--- src/verilog/lsu_settings.svh ---
// Sizes of the load/store unit memory map and its load tracking
// Banks must tile LSU_MEM_BYTES exactly and the bank count must be a power of two
// LSU_BANK_SEL_LSB must equal 2 plus the word address width of one bank
`ifndef LSU_SETTINGS_SVH
`define LSU_SETTINGS_SVH

// Memory map
`define LSU_NUM_BANKS     4
`define LSU_BANK_WORDS    256
`define LSU_BANK_SEL_LSB  10
`define LSU_MEM_BYTES     4096

// Widths derived from the map
`define LSU_BANK_IDX_W    $clog2(`LSU_NUM_BANKS)
`define LSU_BANK_ADDR_W   $clog2(`LSU_BANK_WORDS)

// Loads in flight, matches the two-cycle load latency
`define LSU_ATTR_DEPTH    2

// Instruction tag carried to writeback and exceptions
`define LSU_ID_W          4

`endif
--- src/verilog/lsu_pkg.sv ---
// Types shared by the load/store unit blocks
// Only the RV32I integer loads, stores and FENCE are encoded here
`default_nettype none

`include "lsu_settings.svh"

package lsu_pkg;

    ////////////////////////////////////////////////////////////
    // Instruction encodings

    localparam logic [6:0] OP_LOAD  = 7'b0000011;
    localparam logic [6:0] OP_STORE = 7'b0100011;
    localparam logic [6:0] OP_FENCE = 7'b0001111;

    typedef enum logic [2:0] {
        LB  = 3'b000,
        LH  = 3'b001,
        LW  = 3'b010,
        LBU = 3'b100,
        LHU = 3'b101
    } ls_fn3_e;

    // Stores reuse the size codes of the signed loads
    localparam ls_fn3_e SB = LB;
    localparam ls_fn3_e SH = LH;
    localparam ls_fn3_e SW = LW;

    typedef enum logic [4:0] {
        ILLEGAL_INST          = 5'd2,
        LOAD_ADDR_MISALIGNED  = 5'd4,
        LOAD_ACCESS_FAULT     = 5'd5,
        STORE_ADDR_MISALIGNED = 5'd6,
        STORE_ACCESS_FAULT    = 5'd7
    } ls_exc_code_e;

    ////////////////////////////////////////////////////////////
    // Instruction word views

    // Loads and FENCE
    typedef struct packed {
        logic [11:0] imm12;
        logic [4:0]  rs1;
        ls_fn3_e     fn3;
        logic [4:0]  rd;
        logic [6:0]  opcode;
    } ls_i_fmt_t;

    // Stores, immediate split around rs2
    typedef struct packed {
        logic [6:0]  imm_hi;
        logic [4:0]  rs2;
        logic [4:0]  rs1;
        ls_fn3_e     fn3;
        logic [4:0]  imm_lo;
        logic [6:0]  opcode;
    } ls_s_fmt_t;

    typedef union packed {
        ls_i_fmt_t i;
        ls_s_fmt_t s;
    } ls_instr_u;

    // What writeback needs to finish one load
    typedef struct packed {
        logic                       is_signed;
        logic [1:0]                 byte_addr;
        logic [1:0]                 size;
        logic [`LSU_BANK_IDX_W-1:0] bank_id;
        logic [`LSU_ID_W-1:0]       id;
    } load_attr_t;

endpackage

`default_nettype wire

--- src/verilog/ls_issue.sv ---
// One load, store or FENCE is accepted per cycle and its bank access is registered
// Faulting accesses never reach a bank. No memory exists at or above LSU_MEM_BYTES
`timescale 1ns/10ps
`default_nettype none

`include "lsu_settings.svh"

module ls_issue
    import lsu_pkg::*;
(
    input  logic                        clk,
    input  logic                        rst,
    input  logic                        issue_valid,
    output logic                        issue_ready,
    input  ls_instr_u                   instr,
    input  logic [31:0]                 rs1_data,
    input  logic [31:0]                 rs2_data,
    input  logic [`LSU_ID_W-1:0]        issue_id,
    input  logic                        idle,
    output logic [`LSU_NUM_BANKS-1:0]   bank_req,
    output logic                        bank_we,
    output logic [3:0]                  bank_be,
    output logic [`LSU_BANK_ADDR_W-1:0] bank_word_addr,
    output logic [31:0]                 bank_wdata,
    output logic                        attr_push,
    output load_attr_t                  attr_data,
    output logic                        exc_valid,
    output ls_exc_code_e                exc_code,
    output logic [31:0]                 exc_tval,
    output logic [`LSU_ID_W-1:0]        exc_id
);
    logic                       is_load;
    logic                       is_store;
    logic                       is_fence;
    logic [2:0]                 fn3;
    logic                       fn3_ok;
    logic                       illegal;
    logic [11:0]                offset;
    logic [31:0]                addr;
    logic [1:0]                 size;
    logic                       misaligned;
    logic                       out_of_range;
    logic                       fault;
    logic                       accept;
    logic                       do_access;
    logic                       fence_hold;
    logic [3:0]                 be;
    logic [31:0]                wdata;
    logic [`LSU_BANK_IDX_W-1:0] bank_idx;
    logic [`LSU_NUM_BANKS-1:0]  req_onehot;
    ls_exc_code_e               next_code;

    ////////////////////////////////////////////////////////////
    // Decode

    assign is_load  = instr.i.opcode == OP_LOAD;
    assign is_store = instr.s.opcode == OP_STORE;
    assign is_fence = instr.i.opcode == OP_FENCE;
    assign fn3      = instr.i.fn3;
    assign size     = fn3[1:0];

    always_comb begin
        fn3_ok = 1'b0;
        if (is_load)
            fn3_ok = fn3 inside {LB, LH, LW, LBU, LHU};
        else if (is_store)
            fn3_ok = fn3 inside {SB, SH, SW};
        else if (is_fence)
            fn3_ok = fn3 == 3'b000;
    end

    // Unknown opcodes land here as well
    assign illegal = ~fn3_ok;

    ////////////////////////////////////////////////////////////
    // Address and checks

    assign offset = is_store ? {instr.s.imm_hi, instr.s.imm_lo} : instr.i.imm12;
    assign addr   = rs1_data + {{20{offset[11]}}, offset};

    assign misaligned   = (size == 2'd1 && addr[0]) || (size == 2'd2 && addr[1:0] != 2'b00);
    assign out_of_range = addr >= 32'(`LSU_MEM_BYTES);
    assign fault        = illegal || ((is_load || is_store) && (misaligned || out_of_range));

    always_comb begin
        if (illegal)
            next_code = ILLEGAL_INST;
        else if (misaligned)
            next_code = is_store ? STORE_ADDR_MISALIGNED : LOAD_ADDR_MISALIGNED;
        else
            next_code = is_store ? STORE_ACCESS_FAULT : LOAD_ACCESS_FAULT;
    end

    // Closed in reset and while a FENCE waits for idle
    assign issue_ready = ~fence_hold && ~rst;
    assign accept      = issue_valid && issue_ready;
    assign do_access   = accept && !fault && (is_load || is_store);

    ////////////////////////////////////////////////////////////
    // Bank request

    assign bank_idx = addr[`LSU_BANK_SEL_LSB +: `LSU_BANK_IDX_W];

    always_comb begin
        for (int i = 0; i < `LSU_NUM_BANKS; i++)
            req_onehot[i] = do_access && (bank_idx == i);
    end

    // Byte enables and store data replicated into every lane
    always_comb begin
        case (size)
            2'd0: begin
                be    = 4'b0001 << addr[1:0];
                wdata = {4{rs2_data[7:0]}};
            end
            2'd1: begin
                be    = 4'b0011 << addr[1:0];
                wdata = {2{rs2_data[15:0]}};
            end
            default: begin
                be    = 4'b1111;
                wdata = rs2_data;
            end
        endcase
    end

    always_ff @(posedge clk) begin
        if (rst) begin
            bank_req   <= '0;
            attr_push  <= 1'b0;
            exc_valid  <= 1'b0;
            fence_hold <= 1'b0;
        end else begin
            bank_req   <= req_onehot;
            attr_push  <= do_access && is_load;
            exc_valid  <= accept && fault;
            fence_hold <= (fence_hold && !idle) || (accept && is_fence && !illegal);
        end
    end

    always_ff @(posedge clk) begin
        if (do_access) begin
            bank_we        <= is_store;
            bank_be        <= be;
            bank_word_addr <= addr[2 +: `LSU_BANK_ADDR_W];
            bank_wdata     <= wdata;
            attr_data      <= '{
                is_signed: ~fn3[2],
                byte_addr: addr[1:0],
                size:      size,
                bank_id:   bank_idx,
                id:        issue_id
            };
        end
        if (accept) begin
            exc_code <= next_code;
            exc_tval <= illegal ? instr : addr;
            exc_id   <= issue_id;
        end
    end

endmodule

`default_nettype wire

--- config.mk ---
export PLATFORM = sky130hd
export DESIGN_NAME = ls_issue
export DESIGN_NICKNAME = d
export VERILOG_FILES = /design/src/verilog/lsu_pkg.sv /design/src/verilog/ls_issue.sv
export VERILOG_INCLUDE_DIRS = /design/src /design/src/verilog
export SDC_FILE = /design/constraint.sdc
export NUM_CORES = 1
export LEC_CHECK = 0
export BUFFER_PORTS_ARGS = -buffer_cell sky130_fd_sc_hd__buf_4
export CAP_MARGIN = 20
export CORE_MARGIN = 3
export CORE_UTILIZATION = 45
export CTS_CLUSTER_SIZE = 28
export DETAILED_ROUTE_END_ITERATION = 8
export GPL_TIMING_DRIVEN = 0
export PLACE_DENSITY_LB_ADDON = 0.05
export SYNTH_ARGS = -nofsm -noshare
export SYNTH_HDL_FRONTEND = slang
export SYNTH_SLANG_ARGS = --single-unit
--- constraint.sdc ---
create_clock -name clk -period 6.4 [get_ports clk]
set_input_delay 1.28 -clock clk [delete_from_list [all_inputs] [get_ports clk]]
set_output_delay 1.28 -clock clk [all_outputs]
set_load 0.1 [all_outputs]
==> impl_metrics.ini <==
[logic_synthesis]
ys_types = 69
synthesis.area_um2 = 6190
ys_seq_area_share_pct = 48.4
syn_avg_cell_area_um2 = 11.2
ys.flop_type = edfxtp_1
synth-seq-cells = 102
synthArstFlopShare_pct = 0
yosysWarnings = 0
synth_top_area_share_pct = 46.1
synth_top_cells_by_area = edfxtp_1 46%, mux2_2 8.4%, ha_1 6.3%
synth_edf_count = 95
syn_inst = 554
yosys.area.top_type = edfxtp_1

[status]
outcome = completed

[place]
place_congestion = 0.894
hpwl_um = 13900
numPortBuffers = 205
place_area_um2 = 8060

[pwr]
clkPwrFrac_pct = 28.4
ir_drop_mv = 0.173
power_frac_seq_pct = 41.7
pwr-share-comb_pct = 30.0
finalPower_w = 0.00182
leakage_nw = 3.42
internal_power_w = 0.00121
p_per_area_nw_per_um2 = 218
switching_share_pct = 33.6
switchingPower_w = 0.000611

[timing]
setup_violations = 0
period_share_pct = 94.3
rsz0062_at_grt = false
hold_viol_final = 0
fmax_mhz = 166
timing.final.crit_period_ns = 6.03
slew_headroom_pct = 37.6
worst_pin_slew_ns = 0.928
final.setup_skew_ns = 0.00873
drv_slew = 0

[grt]
grt_pass1_wl_um = 25700
globalRouteTotalUtil_pct = 22.0
grt_pass1_vias = 4872
grt.overflow.total = 0
antenna_found_initial = 0
grt_max_degree = 26

[setup_path]
crit_arrival_ns = 6.08
rr_worst_depth = 8
start_kind = primary input
rrSetupSlack_ns = 3.47
startpoint = instr[1]
critPathRequiredTime_ns = 6.45
r2r_end = bank_wdata[5]$_DFFE_PP_
rr_startpoint = fence_hold$_SDFF_PP0_
crit_path_end_kind = register
path_class = in2reg
cp_max_fo = 16

[finish]
syn_to_final_growth_pct = 34.6
final_common_cell = buf_4
layout-drive-gt1-share_pct = 39.6
final_cell_mix = 209 x buf_4, 95 x edfxtp_1, 48 x nand2_1, 46 x mux2_2, 46 x a21oi_1
fill_cells = 1142
diodes = 0
fin_nets = 912
final_area_um2 = 8330

[cts]
root_buffer = clkbuf_16
path_clk_slew_ns = 0.07
cts_hold_buf = 0
cts_tree = done
cts.sinks = 102
cts_buffer_depth = 2
numCtsBuffers = 9
postCtsSetupRepairBufs = 0
insertion_delay_ns = 0.35
htreeDepth = 3
cts_resized = 0

[floorplan]
core_um2 = 13300
boundaryPins = 208
fp-row-count = 42
start_util_pct = 46.3
fp.dieW_um = 123
fp.dieH_um = 123
dieArea_um2 = 15200

[flow_run]
max_cap_viol_count = 0

[hold_path]
hold-path-endpoint = fence_hold$_SDFF_PP0_
hold_class = reg2reg
min_path_cells = 2
hold_path_startpoint = fence_hold$_SDFF_PP0_

[routing]
drtAntennaViolNets = 0
num_vias = 5197
drc = 0
drt_iter0_drc = 353
routedWlPerCell_um = 18.0
via_per_inst = 5.44
wirelength_um = 17300
drt-pass1-iter-count = 5
## worst max-delay path: stages
cell and delay (ns):
buf_4 0.08, nand2_1 0.09, nor3_4 0.22, and2_4 0.24
nand2_4 0.10, mux2_2 0.28, ha_2 0.20, fa_2 0.36
a21oi_2 0.20, o211ai_2 0.17, nand4_1 0.21, a31oi_1 0.17
xnor2_1 0.43, nor4b_1 0.35, nand4b_2 0.21, nor4_4 0.85
buf_6 0.26, buf_6 0.17, buf_8 0.18
## state kept, by name, summed over array words and instances, names as in the netlist
signal and cells:
bank_wdata 32, exc_tval 32, attr_data 11, bank_word_addr 8
bank_be 4, bank_req 4, exc_id 4, exc_code 3
attr_push 1, bank_we 1, exc_valid 1, fence_hold 1
## power groups by stage
stage / Clock (W) / Combinational (W) / Sequential, W
after global routing: 0.000549 / 0.000587 / 0.000759
final: 0.000516 / 0.000545 / 0.000758
after CTS: 0.000527 / 0.000544 / 0.000758
after detailed placement: 0 / 0.000542 / 0.000773
after floorplan: 0 / 0.000256 / 0.000897
after global placement: 0 / 0.000535 / 0.000773
## kinds of logic (layout without fill, tap and decap cells)
family          count (synthesis)  after routing  share of synthesized area (%)
compound gates                140            140                           14.8
xor+xnor                       28             28                           3.96
fa+ha+maj                      32             32                           6.59
buf+inv                        41            266                           2.95
flops                         102            102                           48.4
mux                            56             56                           9.99
other cells                     1              2                         0.0606
simple gates                  154            154                           13.3
## cell type report
type	count	area, um^2	area share (%)
clock inverters	5	43.8	0.526
flip-flops and latches	102	2990	35.9
well taps	176	220	2.64
plain buffers	26	126	1.52
clock buffers	10	229	2.75
multi-input cells	412	3050	36.6
repair buffers	210	1620	19.4
inverters	15	56.3	0.676
## synthesized netlist by cell type (2+ instances only)
| master | number |
|---|---|
| nand3_1 | 13 |
| xor2_1 | 8 |
| buf_1 | 2 |
| o31ai_1 | 2 |
| and3b_1 | 4 |
| nand4_1 | 10 |
| o2111ai_1 | 2 |
| nand3b_1 | 2 |
| nor4b_1 | 2 |
| edfxtp_1 | 95 |
| o21ai_1 | 3 |
| buf_2 | 5 |
| ha_1 | 31 |
| o211ai_2 | 2 |
| o21bai_1 | 6 |
| a211oi_1 | 3 |
| dfxtp_1 | 7 |
| o221ai_1 | 2 |
| and3_1 | 4 |
| nand2_2 | 2 |
| inv_1 | 15 |
| nand2b_1 | 4 |
| a31o_2 | 2 |
| o21ai_0 | 31 |
| nor2_1 | 27 |
| mux2_2 | 46 |
| nor3_1 | 13 |
| clkbuf_1 | 14 |
| and2_1 | 3 |
| nor2b_1 | 4 |
| a21oi_1 | 47 |
| nor4_1 | 3 |
| or3_1 | 3 |
| mux2i_1 | 10 |
| buf_4 | 4 |
| xnor2_1 | 20 |
| o211ai_1 | 4 |
| a31oi_1 | 9 |
| nand2_1 | 49 |
| a21o_1 | 12 |
## metal layers
layer  part of all wire (%)  global-route usage (%)  up-vias
li1                       -                       -     2543
met1                     44                    30.2     2478
met2                     49                    36.5      161
met3                    5.5                    3.34       15
met4                    1.6                    5.88        0
met5                      0                       0        -
## through the flow
step | setup TNS (ns) | worst slack (ns) | util (%) | instances | hold slack [ns]
floorplan | -1.56 | -0.0706 | - | 555 | 0.439
global placement | -92.91 | -1.62 | 59.8 | 936 | 0.453
detailed placement | -0.606 | -0.0385 | 60.4 | 941 | 0.478
CTS | 0 | 0.341 | 62.4 | 956 | 0.485
global route | 0 | 0.0732 | 62.4 | 956 | 0.491
finish | 0 | 0.368 | 62.4 | 956 | 0.483
## worst max path at each step
| stage | cells after the start | slack [ns] | end |
|---|---|---|---|
| 2_1_floorplan | 16 | -0.07 | bank_req[0]$_SDFF_PP0_ |
| 3_3_place_gp | 17 | -1.62 | bank_req[0]$_SDFF_PP0_ |
| 3_5_place_dp | 19 | -0.04 | bank_wdata[6]$_DFFE_PP_ |
| 4_1_cts | 19 | 0.34 | bank_wdata[5]$_DFFE_PP_ |
| 5_1_grt | 19 | 0.07 | bank_wdata[5]$_DFFE_PP_ |
| 6_report | 19 | 0.37 | bank_wdata[5]$_DFFE_PP_ |
Power figures use the tool's default switching activity.
