==> config.mk <==
export PLATFORM = sky130hd
export DESIGN_NAME = load_writeback
export DESIGN_NICKNAME = d
export VERILOG_FILES = /design/src/verilog/lsu_pkg.sv /design/src/verilog/load_writeback.sv
export VERILOG_INCLUDE_DIRS = /design/src /design/src/verilog
export SDC_FILE = /design/constraint.sdc
export NUM_CORES = 1
export LEC_CHECK = 0
export ABC_AREA = 1
export BUFFER_PORTS_ARGS = -buffer_cell sky130_fd_sc_hd__buf_2
export CAP_MARGIN = 0
export CORE_UTILIZATION = 33
export DETAILED_ROUTE_END_ITERATION = 8
export PLACE_DENSITY = 0.68
export SYNTH_ARGS = -nofsm -noshare
export SYNTH_HDL_FRONTEND = slang
export SYNTH_SLANG_ARGS = --single-unit
==> constraint.sdc <==
create_clock -name clk -period 4.15 [get_ports clk]
set_input_delay 0.6225 -clock clk [delete_from_list [all_inputs] [get_ports clk]]
set_output_delay 0.6225 -clock clk [all_outputs]
set_load 0.005 [all_outputs]
==> src/verilog/lsu_settings.svh <==
// Sizes of the load/store unit memory map and its load tracking
// Banks must tile LSU_MEM_BYTES exactly and the bank count must be a power of two
// LSU_BANK_SEL_LSB must equal 2 plus the word address width of one bank
`ifndef LSU_SETTINGS_SVH
`define LSU_SETTINGS_SVH

// Memory map
`define LSU_NUM_BANKS     4
`define LSU_BANK_WORDS    256
`define LSU_BANK_SEL_LSB  10
`define LSU_MEM_BYTES     4096

// Widths derived from the map
`define LSU_BANK_IDX_W    $clog2(`LSU_NUM_BANKS)
`define LSU_BANK_ADDR_W   $clog2(`LSU_BANK_WORDS)

// Loads in flight, matches the two-cycle load latency
`define LSU_ATTR_DEPTH    2

// Instruction tag carried to writeback and exceptions
`define LSU_ID_W          4

`endif
==> src/verilog/lsu_pkg.sv <==
// Types shared by the load/store unit blocks
// Only the RV32I integer loads, stores and FENCE are encoded here
`default_nettype none

`include "lsu_settings.svh"

package lsu_pkg;

    ////////////////////////////////////////////////////////////
    // Instruction encodings

    localparam logic [6:0] OP_LOAD  = 7'b0000011;
    localparam logic [6:0] OP_STORE = 7'b0100011;
    localparam logic [6:0] OP_FENCE = 7'b0001111;

    typedef enum logic [2:0] {
        LB  = 3'b000,
        LH  = 3'b001,
        LW  = 3'b010,
        LBU = 3'b100,
        LHU = 3'b101
    } ls_fn3_e;

    // Stores reuse the size codes of the signed loads
    localparam ls_fn3_e SB = LB;
    localparam ls_fn3_e SH = LH;
    localparam ls_fn3_e SW = LW;

    typedef enum logic [4:0] {
        ILLEGAL_INST          = 5'd2,
        LOAD_ADDR_MISALIGNED  = 5'd4,
        LOAD_ACCESS_FAULT     = 5'd5,
        STORE_ADDR_MISALIGNED = 5'd6,
        STORE_ACCESS_FAULT    = 5'd7
    } ls_exc_code_e;

    ////////////////////////////////////////////////////////////
    // Instruction word views

    // Loads and FENCE
    typedef struct packed {
        logic [11:0] imm12;
        logic [4:0]  rs1;
        ls_fn3_e     fn3;
        logic [4:0]  rd;
        logic [6:0]  opcode;
    } ls_i_fmt_t;

    // Stores, immediate split around rs2
    typedef struct packed {
        logic [6:0]  imm_hi;
        logic [4:0]  rs2;
        logic [4:0]  rs1;
        ls_fn3_e     fn3;
        logic [4:0]  imm_lo;
        logic [6:0]  opcode;
    } ls_s_fmt_t;

    typedef union packed {
        ls_i_fmt_t i;
        ls_s_fmt_t s;
    } ls_instr_u;

    // What writeback needs to finish one load
    typedef struct packed {
        logic                       is_signed;
        logic [1:0]                 byte_addr;
        logic [1:0]                 size;
        logic [`LSU_BANK_IDX_W-1:0] bank_id;
        logic [`LSU_ID_W-1:0]       id;
    } load_attr_t;

endpackage

`default_nettype wire

==> src/verilog/load_writeback.sv <==
// Finishes loads in order, one per cycle, with no back-pressure on writeback
// FIFO depth must cover every load in flight since a push is never refused
`timescale 1ns/10ps
`default_nettype none

`include "lsu_settings.svh"

module load_writeback
    import lsu_pkg::*;
(
    input  logic                 clk,
    input  logic                 rst,
    input  logic                 attr_push,
    input  load_attr_t           attr_data,
    input  logic [31:0]          bank_rdata [`LSU_NUM_BANKS],
    output logic                 wb_done,
    output logic [`LSU_ID_W-1:0] wb_id,
    output logic [31:0]          wb_data,
    output logic                 idle
);
    localparam int PTR_W = (`LSU_ATTR_DEPTH > 1) ? $clog2(`LSU_ATTR_DEPTH) : 1;

    load_attr_t        attr_mem [`LSU_ATTR_DEPTH];
    logic [PTR_W-1:0]  wr_ptr;
    logic [PTR_W-1:0]  rd_ptr;
    logic [PTR_W:0]    count;
    logic              data_valid;
    load_attr_t        head;
    logic [31:0]       word;
    logic [31:0]       shifted;
    logic              sign_bit;

    function automatic logic [PTR_W-1:0] ptr_inc(input logic [PTR_W-1:0] ptr);
        return (ptr == PTR_W'(`LSU_ATTR_DEPTH - 1)) ? '0 : ptr + 1'b1;
    endfunction

    ////////////////////////////////////////////////////////////
    // Attribute FIFO

    always_ff @(posedge clk) begin
        if (attr_push)
            attr_mem[wr_ptr] <= attr_data;
    end

    // The push is seen one cycle before the bank data arrives
    always_ff @(posedge clk) begin
        if (rst) begin
            wr_ptr     <= '0;
            rd_ptr     <= '0;
            count      <= '0;
            data_valid <= 1'b0;
        end else begin
            data_valid <= attr_push;
            if (attr_push)
                wr_ptr <= ptr_inc(wr_ptr);
            if (data_valid)
                rd_ptr <= ptr_inc(rd_ptr);
            case ({attr_push, data_valid})
                2'b10:   count <= count + 1'b1;
                2'b01:   count <= count - 1'b1;
                default: count <= count;
            endcase
        end
    end

    assign head = attr_mem[rd_ptr];

    ////////////////////////////////////////////////////////////
    // Result alignment

    assign word    = bank_rdata[head.bank_id];
    assign shifted = word >> {head.byte_addr, 3'b000};

    always_comb begin
        case (head.size)
            2'd0:    sign_bit = head.is_signed & shifted[7];
            2'd1:    sign_bit = head.is_signed & shifted[15];
            default: sign_bit = 1'b0;
        endcase
    end

    always_comb begin
        case (head.size)
            2'd0:    wb_data = {{24{sign_bit}}, shifted[7:0]};
            2'd1:    wb_data = {{16{sign_bit}}, shifted[15:0]};
            default: wb_data = word;
        endcase
    end

    assign wb_done = data_valid;
    assign wb_id   = head.id;

    // Stores finish at the bank the cycle after issue, so only loads stay outstanding
    assign idle = (count == '0) && !attr_push;

endmodule

`default_nettype wire

==> results of run 1 <==
## per-stage QoR
| stage | hold slack [ps] | setup WS (ps) | util | cell area, µm² |
|---|---|---|---|---|
| after CTS | 505.3 | 715.8 | 0.4662 | 3908 |
| after global placement | 470.3 | 1084 | 0.4608 | 3862 |
| final | 502.3 | 748.2 | 0.4662 | 3908 |
| after detailed placement | 488.8 | 1015 | 0.4608 | 3862 |
| after global routing | 523.4 | 455.9 | 0.4662 | 3908 |
| after floorplan | 457.4 | 1903 | - | 2925 |
## sequential cells by signal, summed over array words and instances, names as in the netlist, named ones only
register  count
rd_ptr        1
wr_ptr        1
attr_mem     22
count         2
wb_done       1
## synth_stat cells, drive strengths merged
| cell | count | share of area |
|---|---|---|
| nand3 | 100 | 0.17 |
| edfxtp | 22 | 0.23 |
| or2 | 6 | 0.014 |
| dfxtp | 6 | 0.041 |
| inv | 32 | 0.042 |
| a22oi | 4 | 0.010 |
| o21ai | 28 | 0.058 |
| nor2 | 33 | 0.053 |
| ha | 1 | 0.0043 |
| xnor2 | 1 | 0.0030 |
| clkbuf | 9 | 0.012 |
| buf | 18 | 0.038 |
| nand2 | 185 | 0.24 |
| a21oi | 22 | 0.038 |
| a31o | 1 | 0.0030 |
| nor3 | 2 | 0.0034 |
| a22o | 4 | 0.012 |
| o21bai | 1 | 0.0026 |
| o211ai | 3 | 0.0077 |
| xor2 | 1 | 0.0030 |
| nand4 | 3 | 0.016 |
## kinds of logic (layout without fill, tap and decap cells)
| group | after synthesis | count (layout) |
|---|---|---|
| AND/OR/NAND/NOR | 329 | 329 |
| XOR/XNOR | 2 | 2 |
| AO/OA/AOI/OAI | 63 | 63 |
| adder cells (fa/ha/maj) | 1 | 1 |
| buffers and inverters | 59 | 222 |
| flip-flops | 28 | 28 |
## cells in the final DEF, fill, tap and decap left out, types with 5 or more instances in the layout
master    count
buf_2       179
dfxtp_1       6
nand2_2       6
buf_4         7
nand2_1     179
nor2_1       28
nand3_1     100
inv_1        29
o21ai_0      23
a21oi_1      22
edfxtp_1     22
or2_2         5
## final timing paths
kind,start,to,cells after the start,slack (ps)
worst max-delay path,flip-flop,wb_data[2],12,750
worst min-delay path,count[0],count[0],1,500
worst max register to register,wr_ptr,attr_mem[0][4],1,2750
worst min register to register,count[0],count[0],1,500
## power by group through the flow
| stage | registers, mW | logic [mW] | clock network [mW] |
|---|---|---|---|
| after CTS | 0.328 | 0.607 | 0.145 |
| final | 0.327 | 0.605 | 0.140 |
| after global placement | 0.334 | 0.599 | 0 |
| after detailed placement | 0.334 | 0.605 | 0 |
| after floorplan | 0.333 | 0.377 | 0 |
| after global routing | 0.330 | 0.677 | 0.158 |
## final cells by class
type                            instances  area [µm²]
Fill cell                             907        4474
Inverter                               32       122.6
Clock inverter                          1       3.754
Tap cell                              105       131.4
Sequential cell                        28       780.7
Timing Repair Buffer                  186       948.4
Clock buffer                            3       41.29
Multi-Input combinational cell        395        1879
## per-layer routing
layer,vias up,track usage,share of wire
met5,-,0,0
met2,163,0.4178,0.51
met3,29,0.01264,0.066
met4,0,0.08085,0.031
li1,1924,-,-
met1,1729,0.2365,0.39
==> metrics.md, run 1 <==
| Metric | Value |
|---|---|
| Hold Fails Final Rpt | 0 |
| CTS Hold Bufs | 0 |
| Die area | 9245 µm² |
| First-pass GRT wire length | 15,320 µm |
| Switching share of total power | 0.4147 |
| Total congestion overflow | 0 |
| Drt drc | 0 |
| Crit path kind | reg2out |
| P_int | 0.6275 mW |
| Die Y | 96.15 µm |
| Period Utilization, post-route | 0.8197 |
| Worst-case clock buffer depth | 2 |
| Skew final | 2.550 ps |
| Post-Synth Adder-Cell Area | 0.004277 |
| Area grow syn2layout | 33.58% |
| Ports | 180 |
| Final setup viols | 0 |
| All-layer global routing usage | 0.2130 |
| Antenna Cells | 0 |
| Logic pwr share | 0.564 |
| Ratio of cells with drive above 1 in the final layout | 0.3380 |
| Core ar. | 8382 µm² |
| CTS buffer count | 3 |
| TritonCTS clock tree | yes |
| Tmin final | 3402 ps |
| Non-filler instance count after layout | 750 |
| Pwr Density | 274.4 nW/µm² |
| Port Buffers | 179 |
| Fmax | 294.0 MHz |
| Antenna Nets Post-Route | 0 |
| Initial antenna violation count | 0 |
| DR pass1 iterations | 5 |
| Delay-heaviest family, CP | simple AND/OR/NAND/NOR gates |
| Synth Area in Compound Gates | 0.1313 |
| Slew margin rel. | 0.3956 |
| Post-Syn Area | 2925 µm² |
| Die Width | 96.15 µm |
| Seq cells post-synth | 28 |
| Worst-Margin Slew | 903.3 ps |
| Wire per inst | 13.89 µm |
| Most Frequent Cell on Critical Path | nand2_1 |
| Main combinational cell family by area after synthesis | simple AND/OR/NAND/NOR gates |
| Placer congestion estimate | 0.9831 |
| CTS Sinks | 28 |
| Max VDD drop | 0.2343 mV |
| Seq pwr share | 0.305 |
| Lkg Pwr | 2.158 nW |
| Setup TNS | 0 ps |
| Sw Pwr | 0.4446 mW |
| Clk pwr share | 0.130 |
| Placed cell count | 746 |
| RSZ-0062 raised after global routing | no |
| Largest net degree at the start of global routing | 39 |
| Setup repair bufs after CTS | 0 |
| Clock latency on the worst-skew pair | 260 ps |
| H-tree lvl count | 1 |
| Root buffer selected by CTS | clkbuf_8 |
| Min-Delay Path Class | reg2reg |
| Ys Warns | 0 |
| Final WL | 10,420 µm |
| Mapped Avg Cell Area | 6.069 µm² |
| Simple logic cell fraction of the synthesized area | 0.4996 |
| Via count | 3,845 |
| Total Power | 1.072 mW |
| Mapped Cells | 482 |
| Max-Cap Viols | 0 |
| Initial Util | 0.3490 |
| Post-synthesis mux area share | 0 |
| Vias in the first global route | 3,435 |
| Status | finished, final reports clean |
| Dpl hpwl | 8325 µm |
| Crit-path max FO | 36 |
| CP Data Required Time | 3530 ps |
| Startpoint type of the worst setup path | flip-flop |
| Fin. max-slew vios | 0 |
| Crit path capture type | primary output |
| Worst Path Buf+Inv | 4 |
| Reg clk slew, reported paths | 80 ps |
| Critical path's slowest cell | nand2_2 |
| Via/cell ratio | 5.127 |
| CP peak stage delay | 420 ps |
| Synth cell types | 33 |
| Syn Nets | 625 |
| Drt first-iter violations | 177 |
| Synth Area in XOR/XNOR | 0.005988 |
| Crit path cell chain | buf_4 > inv_2 > nand2_2 > nand2_2 > buf_4 > nand2_1 > nand3_1 > nand2_1 > nand2_1 > nand3_1 > a22oi_1 > buf_2 |
| CTS resizes | 0 |
| CP Data Arrival Time | 2780 ps |
| Post-synthesis sequential area ratio | 0.2669 |
| FP Rows | 33 |
| Nets@finish | 789 |
Note: power is estimated with default switching activity, not from simulation.
==> run 2, diff against run 1 <==
==> constraint.sdc (replaced) <==
create_clock -name clk -period 3.2 [get_ports clk]
set_input_delay 0.48 -clock clk [delete_from_list [all_inputs] [get_ports clk]]
set_output_delay 0.48 -clock clk [all_outputs]
set_load 0.005 [all_outputs]
==> metrics.md, run 2 (synthesized netlist as in run 1, its figures left out) <==
| Metric | Value |
|---|---|
| First-pass GRT wire length | 15,060 µm (-1.7%) |
| Clock latency on the worst-skew pair | 280 ps (+20 ps) |
| Root buffer selected by CTS | clkbuf_8 |
| Setup repair bufs after CTS | 0 (unchanged) |
| Max FFs per register | 22 (unchanged) |
| Flop2flop setup slack | 1760 ps (-990 ps) |
| Worst-Margin Slew | 961.2 ps (+57.97 ps) |
| Antenna Nets Post-Route | 0 (unchanged) |
| Reg2reg end | attr_mem[0][4] |
| Placed cell count | 751 (+0.67%) |
| CTS buffer count | 3 (unchanged) |
| Antenna Cells | 0 (unchanged) |
| Ratio of cells with drive above 1 in the final layout | 0.3446 (+0.006631) |
| All-layer global routing usage | 0.2107 (-0.002268) |
| H-tree lvl count | 1 (unchanged) |
| RSZ-0062 raised after global routing | yes |
| Core ar. | 8382 µm² (unchanged) |
| Tmin final | 3041 ps |
| R2r worst-path depth | 1 (unchanged) |
| Fmax | 328.8 MHz |
| CP Data Required Time | 2720 ps (-810 ps) |
| Slew margin rel. | 0.3568 (-0.03879) |
| Reg clk slew, reported paths | 90 ps (about the same) |
| Final setup viols | 0 (unchanged) |
| Via/cell ratio | 5.126 (about the same) |
| DR pass1 iterations | 4 (-1) |
| Area grow syn2layout | 36.87% |
| Worst setup path endpoint | wb_data[25] |
| R2R Path Start | wr_ptr |
| Port Buffers | 179 (unchanged) |
| Final WL | 10,580 µm (+1.6%) |
| Period Utilization, post-route | 0.9503 |
| CP Data Arrival Time | 2560 ps (-220 ps) |
| Crit path capture type | primary output |
| Total Power | 1.507 mW (+41%) |
| Drt first-iter violations | 159 (-10%) |
| Largest net degree at the start of global routing | 28 (-28%) |
| Dpl hpwl | 8589 µm (+3.2%) |
| Pwr Density | 376.4 nW/µm² (+37%) |
| Lkg Pwr | 2.205 nW (+2.2%) |
| Max VDD drop | 0.3143 mV (+34%) |
| Post-route cell area | 4004 µm² (+2.5%) |
| Placer congestion estimate | 0.8865 (-9.8%) |
| FP Rows | 33 (unchanged) |
| Crit-path max FO | 16 (-56%) |
| Skew final | 6.205 ps (+3.655 ps) |
| Vias in the first global route | 3,488 (+1.5%) |
| Startpoint type of the worst setup path | flip-flop |
| Reg with most FFs | attr_mem |
| Met2 Routed Length | 5561 µm (+4.4%) |
| Area after DPL | 3913 µm² (+1.3%) |
| Drt drc | 0 (unchanged) |
| Met1 Wirelength | 4007 µm (-1.9%) |
| Nets@finish | 794 (+0.63%) |
| Via count | 3,870 (+0.65%) |
| Worst-case clock buffer depth | 2 (unchanged) |
| Die area | 9245 µm² (unchanged) |
| Initial antenna violation count | 0 (unchanged) |
| Total congestion overflow | 0 (unchanged) |
| CTS Sinks | 28 (unchanged) |
| Hold Fails Final Rpt | 0 (unchanged) |
| TritonCTS clock tree | yes |
| DR top layer | met4 |
| Ports | 180 (unchanged) |
| Die Y | 96.15 µm (unchanged) |
| Fin. max-slew vios | 0 (unchanged) |
| Initial Util | 0.3490 (unchanged) |
| Most frequent cells in the layout | 179 x nand2_1, 179 x buf_2, 100 x nand3_1 |
| Met3 wire len | 703 µm (+2.6%) |
| Top Registers | attr_mem: 22 flops, count: 2 flops |
| Max-Cap Viols | 0 (unchanged) |
| Non-filler instance count after layout | 755 (+0.67%) |
| Status | finished, final reports clean |
| Min-Delay Path Class | in2reg |
| Wire per inst | 14.01 µm (+0.88%) |
| Die Width | 96.15 µm (unchanged) |
| Crit path kind | reg2out |
## run 2: worst min path at each step
stage / start / endpoint / slack (ps) / cells after the start
2_1_floorplan: count[0] / count[0] / 460 / 1
3_3_place_gp: count[0] / count[0] / 470 / 1
3_5_place_dp: count[0] / count[0] / 490 / 1
4_1_cts: attr_data[1] / attr_mem[1][1] / 380 / 1
5_1_grt: attr_data[3] / attr_mem[1][3] / 380 / 1
6_report: attr_data[1] / attr_mem[0][1] / 390 / 1
## run 2: area by class of cell
type	count	area, µm²
fill	909	4378
multi-input combinational	395	1899
timing repair buffer	191	998.5
sequential	28	780.7
tap	105	131.4
inverter	32	122.6
clock buffer	3	41.29
clock inverter	1	30.03
## run 2: what timing repair did
item | in CTS | in global routing
hold buffers | 0 | 0
endpoints found under the setup margin | 0 | 30
resized for setup | 0 | 4
## run 2: power breakdown
group          internal (mW)  switching (mW)
Combinational          0.326           0.483
Clock                  0.168           0.104
Sequential             0.416          0.0110
Total                  0.909           0.598
## run 2: per-stage QoR
stage                     setup TNS [ps]  utilization  hold slack [ps]  setup slack [ps]
after floorplan                        0            -            457.4              1095
after global placement                 0       0.4668            470.8             488.4
after detailed placement               0       0.4668            490.9             390.0
after CTS                              0       0.4753            377.8             74.69
after global routing              -21.81       0.4777            377.3            -21.81
final                                  0       0.4777            386.9             159.1
## run 2: per-layer routing
layer	vias up	global-route usage
met2	152	0.4184
met4	0	0.08955
met1	1763	0.2194
li1	1935	-
met3	20	0.02370
met5	-	0
## run 2: critical path: stages (launching register included)
cell	delay [ps]
dfxtp_1	370
buf_4	220
o21ai_2	480
nand3_1	220
nand3_1	120
nand2_1	60
nor2_1	180
nand2_2	110
nand4_4	240
nand2_1	140
buf_2	150
